--- config.mk ---
export PLATFORM = sky130hd
export DESIGN_NAME = link_shim_top
export DESIGN_NICKNAME = d
export VERILOG_FILES = /design/src/verilog/link_pkg.sv /design/src/verilog/link_reg_stage.sv /design/src/verilog/link_rx_router.sv /design/src/verilog/link_shim_top.sv /design/src/verilog/link_tx_arbiter.sv
export VERILOG_INCLUDE_DIRS = /design/src /design/src/include
export SDC_FILE = /design/constraint.sdc
export NUM_CORES = 1
export LEC_CHECK = 0
export ABC_CLOCK_PERIOD_IN_PS = 3600
export BUFFER_PORTS_ARGS = -buffer_cell sky130_fd_sc_hd__buf_2
export CORE_AREA = 10 10 155 157
export DETAILED_ROUTE_END_ITERATION = 16
export DIE_AREA = 0 0 165 167
export PLACE_DENSITY = 0.67
export SETUP_SLACK_MARGIN = 0.4
export SYNTH_ARGS = -nofsm -noshare
export SYNTH_HDL_FRONTEND = slang
export SYNTH_SLANG_ARGS = --single-unit
--- constraint.sdc ---
create_clock -name clk -period 3.6 [get_ports clk]
set_clock_uncertainty 0.15 [all_clocks]
set_input_delay 0.36 -clock clk [delete_from_list [all_inputs] [get_ports clk]]
set_output_delay 0.36 -clock clk [all_outputs]
set_load 0.01 [all_outputs]
--- src/include/link_consts.svh ---
// ****************************************************************************
// Link shim constants
// Field widths, default register chain depth and the key the host uses
// to build read response data
// ****************************************************************************

`ifndef LINK_CONSTS_SVH
`define LINK_CONSTS_SVH

// Request address width
`define LINK_ADDR_W 16

// Read and write payload width
`define LINK_DATA_W 32

// Request tag width, tags roll over
`define LINK_TAG_W 4

// Default number of timing register stages between accelerator and host
`define LINK_STAGES 3

// Host read data is this key XORed with the zero-extended address
`define LINK_RSP_KEY 32'hA5C3_5A3C

`endif

--- src/verilog/link_pkg.sv ---
// ****************************************************************************
// Link shim package
// Message opcode and arbiter state types shared by the shim blocks
// ****************************************************************************

package link_pkg;

    // Message kind carried with every transmit and receive message
    // Reads and writes share the channel, so one bit is enough
    typedef enum logic
    {
        OP_READ  = 1'b0,
        OP_WRITE = 1'b1
    }
    link_op_t;

    // Which request port won the last arbitration
    // Used to give the other side priority when both are pending
    typedef enum logic
    {
        LAST_READ  = 1'b0,
        LAST_WRITE = 1'b1
    }
    arb_state_t;

endpackage

--- src/verilog/link_reg_stage.sv ---
// ****************************************************************************
// Link register stage
// One timing register on every field of the transmit and receive
// channels, plus the delayed reset and the host error level
// ****************************************************************************

`timescale 1ns/1ns

`include "link_consts.svh"

module link_reg_stage
    import link_pkg::*;
(
    input  logic                    clk,

    // Reset chain, travels toward the accelerator side
    input  logic                    rst_in,
    output logic                    rst_out,

    // Transmit direction, accelerator to host
    input  logic                    tx_valid_in,
    input  link_op_t                tx_op_in,
    input  logic [`LINK_ADDR_W-1:0] tx_addr_in,
    input  logic [`LINK_DATA_W-1:0] tx_data_in,
    input  logic [`LINK_TAG_W-1:0]  tx_tag_in,
    output logic                    tx_valid_out,
    output link_op_t                tx_op_out,
    output logic [`LINK_ADDR_W-1:0] tx_addr_out,
    output logic [`LINK_DATA_W-1:0] tx_data_out,
    output logic [`LINK_TAG_W-1:0]  tx_tag_out,

    // Receive direction, host to accelerator
    input  logic                    rx_valid_in,
    input  link_op_t                rx_op_in,
    input  logic [`LINK_DATA_W-1:0] rx_data_in,
    input  logic [`LINK_TAG_W-1:0]  rx_tag_in,
    output logic                    rx_valid_out,
    output link_op_t                rx_op_out,
    output logic [`LINK_DATA_W-1:0] rx_data_out,
    output logic [`LINK_TAG_W-1:0]  rx_tag_out,

    // Host error level
    input  logic                    error_in,
    output logic                    error_out
);

    // Delayed reset starts asserted so downstream logic is held from power-up
    logic rst_q = 1'b1;

    always_ff @(posedge clk)
    begin
        rst_q <= rst_in;
    end

    assign rst_out = rst_q;

    // Strobes and the error level are cleared by this stage's own reset copy
    always_ff @(posedge clk)
    begin
        if (rst_in)
        begin
            tx_valid_out <= 1'b0;
            rx_valid_out <= 1'b0;
            error_out    <= 1'b0;
        end
        else
        begin
            tx_valid_out <= tx_valid_in;
            rx_valid_out <= rx_valid_in;
            error_out    <= error_in;
        end
    end

    // Payload fields just follow, one message per direction in this stage
    always_ff @(posedge clk)
    begin
        tx_op_out   <= tx_op_in;
        tx_addr_out <= tx_addr_in;
        tx_data_out <= tx_data_in;
        tx_tag_out  <= tx_tag_in;
        rx_op_out   <= rx_op_in;
        rx_data_out <= rx_data_in;
        rx_tag_out  <= rx_tag_in;
    end

endmodule

--- src/verilog/link_rx_router.sv ---
// ****************************************************************************
// Receive router
// Registered demultiplexer that steers host responses by opcode to the
// read response port or the write acknowledge port
// ****************************************************************************

`timescale 1ns/1ns

`include "link_consts.svh"

module link_rx_router
    import link_pkg::*;
(
    input  logic                    clk,
    input  logic                    rst,

    // Responses leaving the register chain
    input  logic                    rx_valid,
    input  link_op_t                rx_op,
    input  logic [`LINK_DATA_W-1:0] rx_data,
    input  logic [`LINK_TAG_W-1:0]  rx_tag,

    // Read response port
    output logic                    rd_rsp_valid,
    output logic [`LINK_DATA_W-1:0] rd_rsp_data,
    output logic [`LINK_TAG_W-1:0]  rd_rsp_tag,

    // Write acknowledge port
    output logic                    wr_ack_valid,
    output logic [`LINK_TAG_W-1:0]  wr_ack_tag
);

    logic is_rd;
    logic is_wr;

    // Decode the response kind
    assign is_rd = rx_valid && (rx_op == OP_READ);
    assign is_wr = rx_valid && (rx_op == OP_WRITE);

    // Single-cycle strobes, one per incoming response
    always_ff @(posedge clk)
    begin
        if (rst)
        begin
            rd_rsp_valid <= 1'b0;
            wr_ack_valid <= 1'b0;
        end
        else
        begin
            rd_rsp_valid <= is_rd;
            wr_ack_valid <= is_wr;
        end
    end

    // Payload only loads on its own kind and holds otherwise
    always_ff @(posedge clk)
    begin
        if (is_rd)
        begin
            rd_rsp_data <= rx_data;
            rd_rsp_tag  <= rx_tag;
        end

        if (is_wr)
        begin
            // Write acks have no data, only the tag comes back
            wr_ack_tag <= rx_tag;
        end
    end

endmodule

--- src/verilog/link_shim_top.sv ---
// ****************************************************************************
// Link shim top level
// Arbiter, a chain of timing register stages and the response router
// Almost-full bypasses the chain through a single edge register
// ****************************************************************************

`timescale 1ns/1ns

`include "link_consts.svh"

module link_shim_top
    import link_pkg::*;
#(
    // Register chain depth, at least 1
    parameter int N_STAGES = `LINK_STAGES
)
(
    input  logic                    clk,
    input  logic                    rst,

    // Accelerator request and response ports
    input  logic                    rd_req,
    input  logic [`LINK_ADDR_W-1:0] rd_addr,
    output logic                    rd_grant,
    input  logic                    wr_req,
    input  logic [`LINK_ADDR_W-1:0] wr_addr,
    input  logic [`LINK_DATA_W-1:0] wr_data,
    output logic                    wr_grant,
    output logic                    rd_rsp_valid,
    output logic [`LINK_DATA_W-1:0] rd_rsp_data,
    output logic [`LINK_TAG_W-1:0]  rd_rsp_tag,
    output logic                    wr_ack_valid,
    output logic [`LINK_TAG_W-1:0]  wr_ack_tag,
    output logic                    afu_reset,
    output logic                    afu_error,

    // Host side
    input  logic                    fiu_almost_full,
    input  logic                    fiu_rx_valid,
    input  link_op_t                fiu_rx_op,
    input  logic [`LINK_DATA_W-1:0] fiu_rx_data,
    input  logic [`LINK_TAG_W-1:0]  fiu_rx_tag,
    input  logic                    fiu_error,
    output logic                    fiu_tx_valid,
    output link_op_t                fiu_tx_op,
    output logic [`LINK_ADDR_W-1:0] fiu_tx_addr,
    output logic [`LINK_DATA_W-1:0] fiu_tx_data,
    output logic [`LINK_TAG_W-1:0]  fiu_tx_tag
);

    // Chain boundaries, index 0 is the accelerator side
    // Transmit and reset flow up in index, receive and error flow down
    logic                    rst_s      [N_STAGES+1];
    logic                    tx_valid_s [N_STAGES+1];
    link_op_t                tx_op_s    [N_STAGES+1];
    logic [`LINK_ADDR_W-1:0] tx_addr_s  [N_STAGES+1];
    logic [`LINK_DATA_W-1:0] tx_data_s  [N_STAGES+1];
    logic [`LINK_TAG_W-1:0]  tx_tag_s   [N_STAGES+1];
    logic                    rx_valid_s [N_STAGES+1];
    link_op_t                rx_op_s    [N_STAGES+1];
    logic [`LINK_DATA_W-1:0] rx_data_s  [N_STAGES+1];
    logic [`LINK_TAG_W-1:0]  rx_tag_s   [N_STAGES+1];
    logic                    err_s      [N_STAGES+1];

    // Host almost-full, registered once and held high through reset
    logic                    af_q = 1'b1;

    always_ff @(posedge clk)
    begin
        if (afu_reset)
            af_q <= 1'b1;
        else
            af_q <= fiu_almost_full;
    end

    // Chain end points
    assign rst_s[0]             = rst;
    assign afu_reset            = rst_s[N_STAGES];
    assign rx_valid_s[N_STAGES] = fiu_rx_valid;
    assign rx_op_s[N_STAGES]    = fiu_rx_op;
    assign rx_data_s[N_STAGES]  = fiu_rx_data;
    assign rx_tag_s[N_STAGES]   = fiu_rx_tag;
    assign err_s[N_STAGES]      = fiu_error;
    assign afu_error            = err_s[0];
    assign fiu_tx_valid         = tx_valid_s[N_STAGES];
    assign fiu_tx_op            = tx_op_s[N_STAGES];
    assign fiu_tx_addr          = tx_addr_s[N_STAGES];
    assign fiu_tx_data          = tx_data_s[N_STAGES];
    assign fiu_tx_tag           = tx_tag_s[N_STAGES];

    link_tx_arbiter arb (
        .clk         (clk),
        .rst         (afu_reset),
        .rd_req      (rd_req),
        .rd_addr     (rd_addr),
        .rd_grant    (rd_grant),
        .wr_req      (wr_req),
        .wr_addr     (wr_addr),
        .wr_data     (wr_data),
        .wr_grant    (wr_grant),
        .almost_full (af_q),
        .tx_valid    (tx_valid_s[0]),
        .tx_op       (tx_op_s[0]),
        .tx_addr     (tx_addr_s[0]),
        .tx_data     (tx_data_s[0]),
        .tx_tag      (tx_tag_s[0])
    );

    // Stage k sits between boundary k and boundary k+1
    for (genvar k = 0; k < N_STAGES; k++)
    begin : g_stage
        link_reg_stage stage (
            .clk          (clk),
            .rst_in       (rst_s[k]),
            .rst_out      (rst_s[k+1]),
            .tx_valid_in  (tx_valid_s[k]),
            .tx_op_in     (tx_op_s[k]),
            .tx_addr_in   (tx_addr_s[k]),
            .tx_data_in   (tx_data_s[k]),
            .tx_tag_in    (tx_tag_s[k]),
            .tx_valid_out (tx_valid_s[k+1]),
            .tx_op_out    (tx_op_s[k+1]),
            .tx_addr_out  (tx_addr_s[k+1]),
            .tx_data_out  (tx_data_s[k+1]),
            .tx_tag_out   (tx_tag_s[k+1]),
            .rx_valid_in  (rx_valid_s[k+1]),
            .rx_op_in     (rx_op_s[k+1]),
            .rx_data_in   (rx_data_s[k+1]),
            .rx_tag_in    (rx_tag_s[k+1]),
            .rx_valid_out (rx_valid_s[k]),
            .rx_op_out    (rx_op_s[k]),
            .rx_data_out  (rx_data_s[k]),
            .rx_tag_out   (rx_tag_s[k]),
            .error_in     (err_s[k+1]),
            .error_out    (err_s[k])
        );
    end

    link_rx_router router (
        .clk          (clk),
        .rst          (afu_reset),
        .rx_valid     (rx_valid_s[0]),
        .rx_op        (rx_op_s[0]),
        .rx_data      (rx_data_s[0]),
        .rx_tag       (rx_tag_s[0]),
        .rd_rsp_valid (rd_rsp_valid),
        .rd_rsp_data  (rd_rsp_data),
        .rd_rsp_tag   (rd_rsp_tag),
        .wr_ack_valid (wr_ack_valid),
        .wr_ack_tag   (wr_ack_tag)
    );

endmodule

--- src/verilog/link_tx_arbiter.sv ---
// ****************************************************************************
// Transmit arbiter
// Round-robin merge of the read and write request ports into one tagged
// transmit stream, held off while the host is almost full
// ****************************************************************************

`timescale 1ns/1ns

`include "link_consts.svh"

module link_tx_arbiter
    import link_pkg::*;
(
    input  logic                    clk,
    input  logic                    rst,

    // Read request port
    input  logic                    rd_req,
    input  logic [`LINK_ADDR_W-1:0] rd_addr,
    output logic                    rd_grant,

    // Write request port
    input  logic                    wr_req,
    input  logic [`LINK_ADDR_W-1:0] wr_addr,
    input  logic [`LINK_DATA_W-1:0] wr_data,
    output logic                    wr_grant,

    // Registered host almost-full level
    input  logic                    almost_full,

    // Merged transmit stream toward the register chain
    output logic                    tx_valid,
    output link_op_t                tx_op,
    output logic [`LINK_ADDR_W-1:0] tx_addr,
    output logic [`LINK_DATA_W-1:0] tx_data,
    output logic [`LINK_TAG_W-1:0]  tx_tag
);

    arb_state_t                  last_win;
    logic [`LINK_TAG_W-1:0]      tag_cnt;
    logic                        rd_pend;
    logic                        wr_pend;

    // Nothing is granted while the host side is filling up
    assign rd_pend = rd_req && !almost_full;
    assign wr_pend = wr_req && !almost_full;

    // A lone request wins outright
    // With both pending, the side that lost last time goes first
    assign rd_grant = rd_pend && (!wr_pend || (last_win == LAST_WRITE));
    assign wr_grant = wr_pend && (!rd_pend || (last_win == LAST_READ));

    // Control state: valid strobe, round-robin pointer and tag counter
    always_ff @(posedge clk)
    begin
        if (rst)
        begin
            tx_valid <= 1'b0;
            // Reads get first pick after reset
            last_win <= LAST_WRITE;
            tag_cnt  <= '0;
        end
        else
        begin
            tx_valid <= rd_grant || wr_grant;

            if (rd_grant)
            begin
                last_win <= LAST_READ;
            end
            else if (wr_grant)
            begin
                last_win <= LAST_WRITE;
            end

            // Rolling tag, one step per accepted request
            if (rd_grant || wr_grant)
            begin
                tag_cnt <= tag_cnt + 1'b1;
            end
        end
    end

    // Payload of the granted request, qualified by tx_valid
    always_ff @(posedge clk)
    begin
        if (rd_grant)
        begin
            tx_op   <= OP_READ;
            tx_addr <= rd_addr;
            // Reads carry no data
            tx_data <= '0;
            tx_tag  <= tag_cnt;
        end
        else if (wr_grant)
        begin
            tx_op   <= OP_WRITE;
            tx_addr <= wr_addr;
            tx_data <= wr_data;
            tx_tag  <= tag_cnt;
        end
    end

endmodule
==> results.py <==
metrics = {
    "floorplanning": {
        "start_util_pct": 44.8,
        "die_area_sq_um": 27600,
        "ioPinCount": 208,
        "core_sq_um": 20800,
        "fp.dieH_microns": 167,
        "die_w_microns": 165,
        "rows": 53,
    },
    "worst_hold_path": {
        "min_to": "arb.tx_addr[11]",
        "min_path_type": "input port to flop",
        "hold_depth": 2,
        "min-delay-start": "wr_addr[11]",
    },
    "run_status": {
        "outcome": "complete, no violations",
    },
    "timing": {
        "worst_slew_pin_slew_ps": 1160,
        "maxSlewViolCount": 0,
        "timing.final.crit_share_pct": 71.4,
        "rsz0062_at_grt": "false",
        "hold_violations": 0,
        "layout_min_cycle_time_ps": 2570,
        "max_slew_margin_pct": 22.8,
        "fmax_ghz": 0.389,
        "fin_setup_tns_ps": 0,
        "setup_viol": 0,
    },
    "setup_path": {
        "critPathLaunchType": "flop",
        "critPathKind": "flop to flop",
        "r2r_start": "af_q",
        "critPathMaxFanout": 24,
        "reg2reg_depth": 4,
        "timing.reg2reg.setup_slack_ps": 1030,
        "critPathLaunch": "af_q",
        "reg2reg_to": "arb.tx_addr[14]",
        "cp-end-kind": "flop",
        "worstPathRequired_ps": 3690,
        "worstPathArrival_ps": 2660,
    },
    "place": {
        "dpl.cell_count": 1023,
        "gp_congestion": 0.732,
        "portBuffers": 207,
        "hpwlAfterDp_mm": 11.6,
    },
    "pwr": {
        "power_frac_seq_pct": 53.0,
        "leakagePower_uw": 0.00541,
        "p_clk_share_pct": 43.0,
        "switching_share_pct": 19.6,
        "irDropWorstVdd_mv": 0.447,
        "p_int_uw": 7210,
        "cellPowerDensity_nw_per_um2": 700,
        "p_sw_uw": 1760,
        "finalPower_uw": 8970,
        "pwr-share-comb_pct": 4.1,
    },
    "final_layout": {
        "nNetsFinal": 987,
        "drive_gt1_share_pct": 32.1,
        "final_cells": 1183,
        "fin_util_pct": 61.5,
        "area_growth_pct": 37.4,
    },
    "route": {
        "dr_total_vias": 5126,
        "wirelength_mm": 18.4,
        "vias_per_cell": 4.33,
        "drtAntennaViolNets": 0,
        "detail_route.wl_per_cell_microns": 15.6,
        "drt-initial-drc-count": 184,
        "dr.pass1.iters": 4,
        "drc": 0,
    },
    "clocking": {
        "clock-sinks": 384,
        "htreeDepth": 2,
        "cts_made_buffers": 37,
        "clk_latency_ps": 510,
        "path_clk_slew_ps": 60,
        "clock_path_buffers": 3,
        "clock-root-buffer": "clkbuf_16",
        "cts_tree": "built",
        "cts.repair.resized": 0,
    },
    "yosys": {
        "yosys.cell_types.count": 26,
        "syn_area_per_cell_sq_um": 16.7,
        "syn-num-nets": 666,
        "syn_area_sq_um": 9330,
        "syn_inst": 557,
        "seq_area_frac_synth_pct": 88.9,
        "ys_ff_latch": 384,
        "yosysWarnings": 0,
    },
    "run": {
        "cap_violations": 0,
    },
    "global_route": {
        "grt-ovfl-total": 0,
        "antenna_found_initial": 1,
        "track_usage_pct": 13.1,
        "grt_pass1_vias": 5406,
        "grt_pass1_wl_mm": 28.8,
        "grt_max_degree": 37,
    },
}
## how the worst max path moves through the flow
stage | end | slack, ps | cells after the start
final | arb.tx_addr[14] | 1030 | 4
after global routing | arb.tx_addr[14] | 960 | 4
after CTS | arb.tx_addr[13] | 1070 | 4
after detailed placement | arb.tx_addr[4] | 1530 | 4
after global placement | arb.tx_addr[1] | 1560 | 4
after floorplan | router.rd_rsp_data[0] | 1050 | 1
## layer usage
metal	up-vias	GRT usage [%]	wire (microns)
li1	2529	-	-
met1	2371	15.2	7560
met4	0	4.35	414
met2	190	22.0	8960
met3	36	4.61	1480
met5	-	0	0
## through the flow
step           hold slack (ps)  cell area (sq um)  worst slack [ps]
2_1_floorplan              160               9330              1050
3_3_place_gp               160              10600              1560
3_5_place_dp               162              10600              1530
4_1_cts                  0.240              12800              1070
5_1_grt                   3.27              12800               956
6_report                  22.3              12800              1030
## kinds of logic after synthesis
group / after synthesis / synth area share (%)
xor gates and xnor gates: 1 / 0.0939
buffers and inverters: 22 / 1.33
and+or+nand+nor: 60 / 3.45
adders and majority gates: 1 / 0.134
AOI/OAI and AO/OA: 72 / 4.09
muxes: 17 / 2.04
DFF: 384 / 88.9
## worst max-delay path: stages (launching register included)
cell	delay, ps
dfxtp_1	330
nand2b_1	200
a21oi_4	640
mux2_2	420
dlygate4sd3_1	570
## flip-flops by register name, summed over array words and instances, names as in the netlist, 3 cells and up
name	count
arb.tag_cnt	4
arb.tx_addr	16
arb.tx_data	32
arb.tx_tag	4
g_stage.stage.error_out	3
g_stage.stage.rst_out	3
g_stage.stage.rx_data_out	96
g_stage.stage.rx_op_out	3
g_stage.stage.rx_tag_out	12
g_stage.stage.rx_valid_out	3
g_stage.stage.tx_addr_out	48
g_stage.stage.tx_data_out	96
g_stage.stage.tx_op_out	3
g_stage.stage.tx_tag_out	12
g_stage.stage.tx_valid_out	3
router.rd_rsp_data	32
router.rd_rsp_tag	4
router.wr_ack_tag	4
## synth_stat cells, drive strengths merged
cell type | instances | area [sq um]
dfxtp | 324 | 6490
edfxtp | 60 | 1800
a21oi | 36 | 191
o21ai | 34 | 170
nand3 | 33 | 165
mux2 | 16 | 180
nor2b | 11 | 68.8
clkbuf | 10 | 37.5
buf | 9 | 75.1
nor2 | 6 | 22.5
inv | 3 | 11.3
and2 | 2 | 13.8
nand2b | 2 | 12.5
or3 | 2 | 12.5
a211o | 1 | 8.76
and3b | 1 | 8.76
ha | 1 | 12.5
mux2i | 1 | 10.0
nand2 | 1 | 3.75
nor3b | 1 | 7.51
o21bai | 1 | 11.3
or2 | 1 | 6.26
xor2 | 1 | 8.76
## power groups by stage
stage	registers, uW	clock network [uW]	logic [uW]
global route	4780	4120	399
CTS	4750	3950	365
finish	4750	3850	363
global placement	4830	0	277
detailed placement	4840	0	282
floorplan	4840	0	101
## area by class of cell
cell class | count | area [sq um]
antenna | 1 | 2.50
clock buffer | 56 | 1140
clock inverter | 12 | 130
fill | 1550 | 8010
inverter | 3 | 11.3
multi-input combinational | 151 | 925
sequential | 384 | 8290
tap | 275 | 344
timing repair buffer | 301 | 1970
## cells in the final DEF (no fill, tap or decap), types with 3 or more instances in the layout
master / Yosys / routed
dfxtp_1: 324 / 324
buf_2: 0 / 207
dlygate4sd3_1: 0 / 91
edfxtp_1: 60 / 60
clkbuf_16: 0 / 40
a21oi_1: 35 / 35
o21ai_0: 34 / 34
nand3_1: 33 / 33
mux2_2: 16 / 16
nor2b_1: 11 / 9
clkbuf_1: 10 / 8
clkbuf_8: 0 / 8
nor2_1: 6 / 6
clkinv_2: 0 / 5
inv_1: 3 / 3
buf_4: 7 / 3
## what timing repair did
action / in CTS / in global routing
buffers inserted: 0 / 0
endpoints found under the hold margin: 86 / 0
hold buffers: 91 / 0
(Power assumes the default switching activity.)
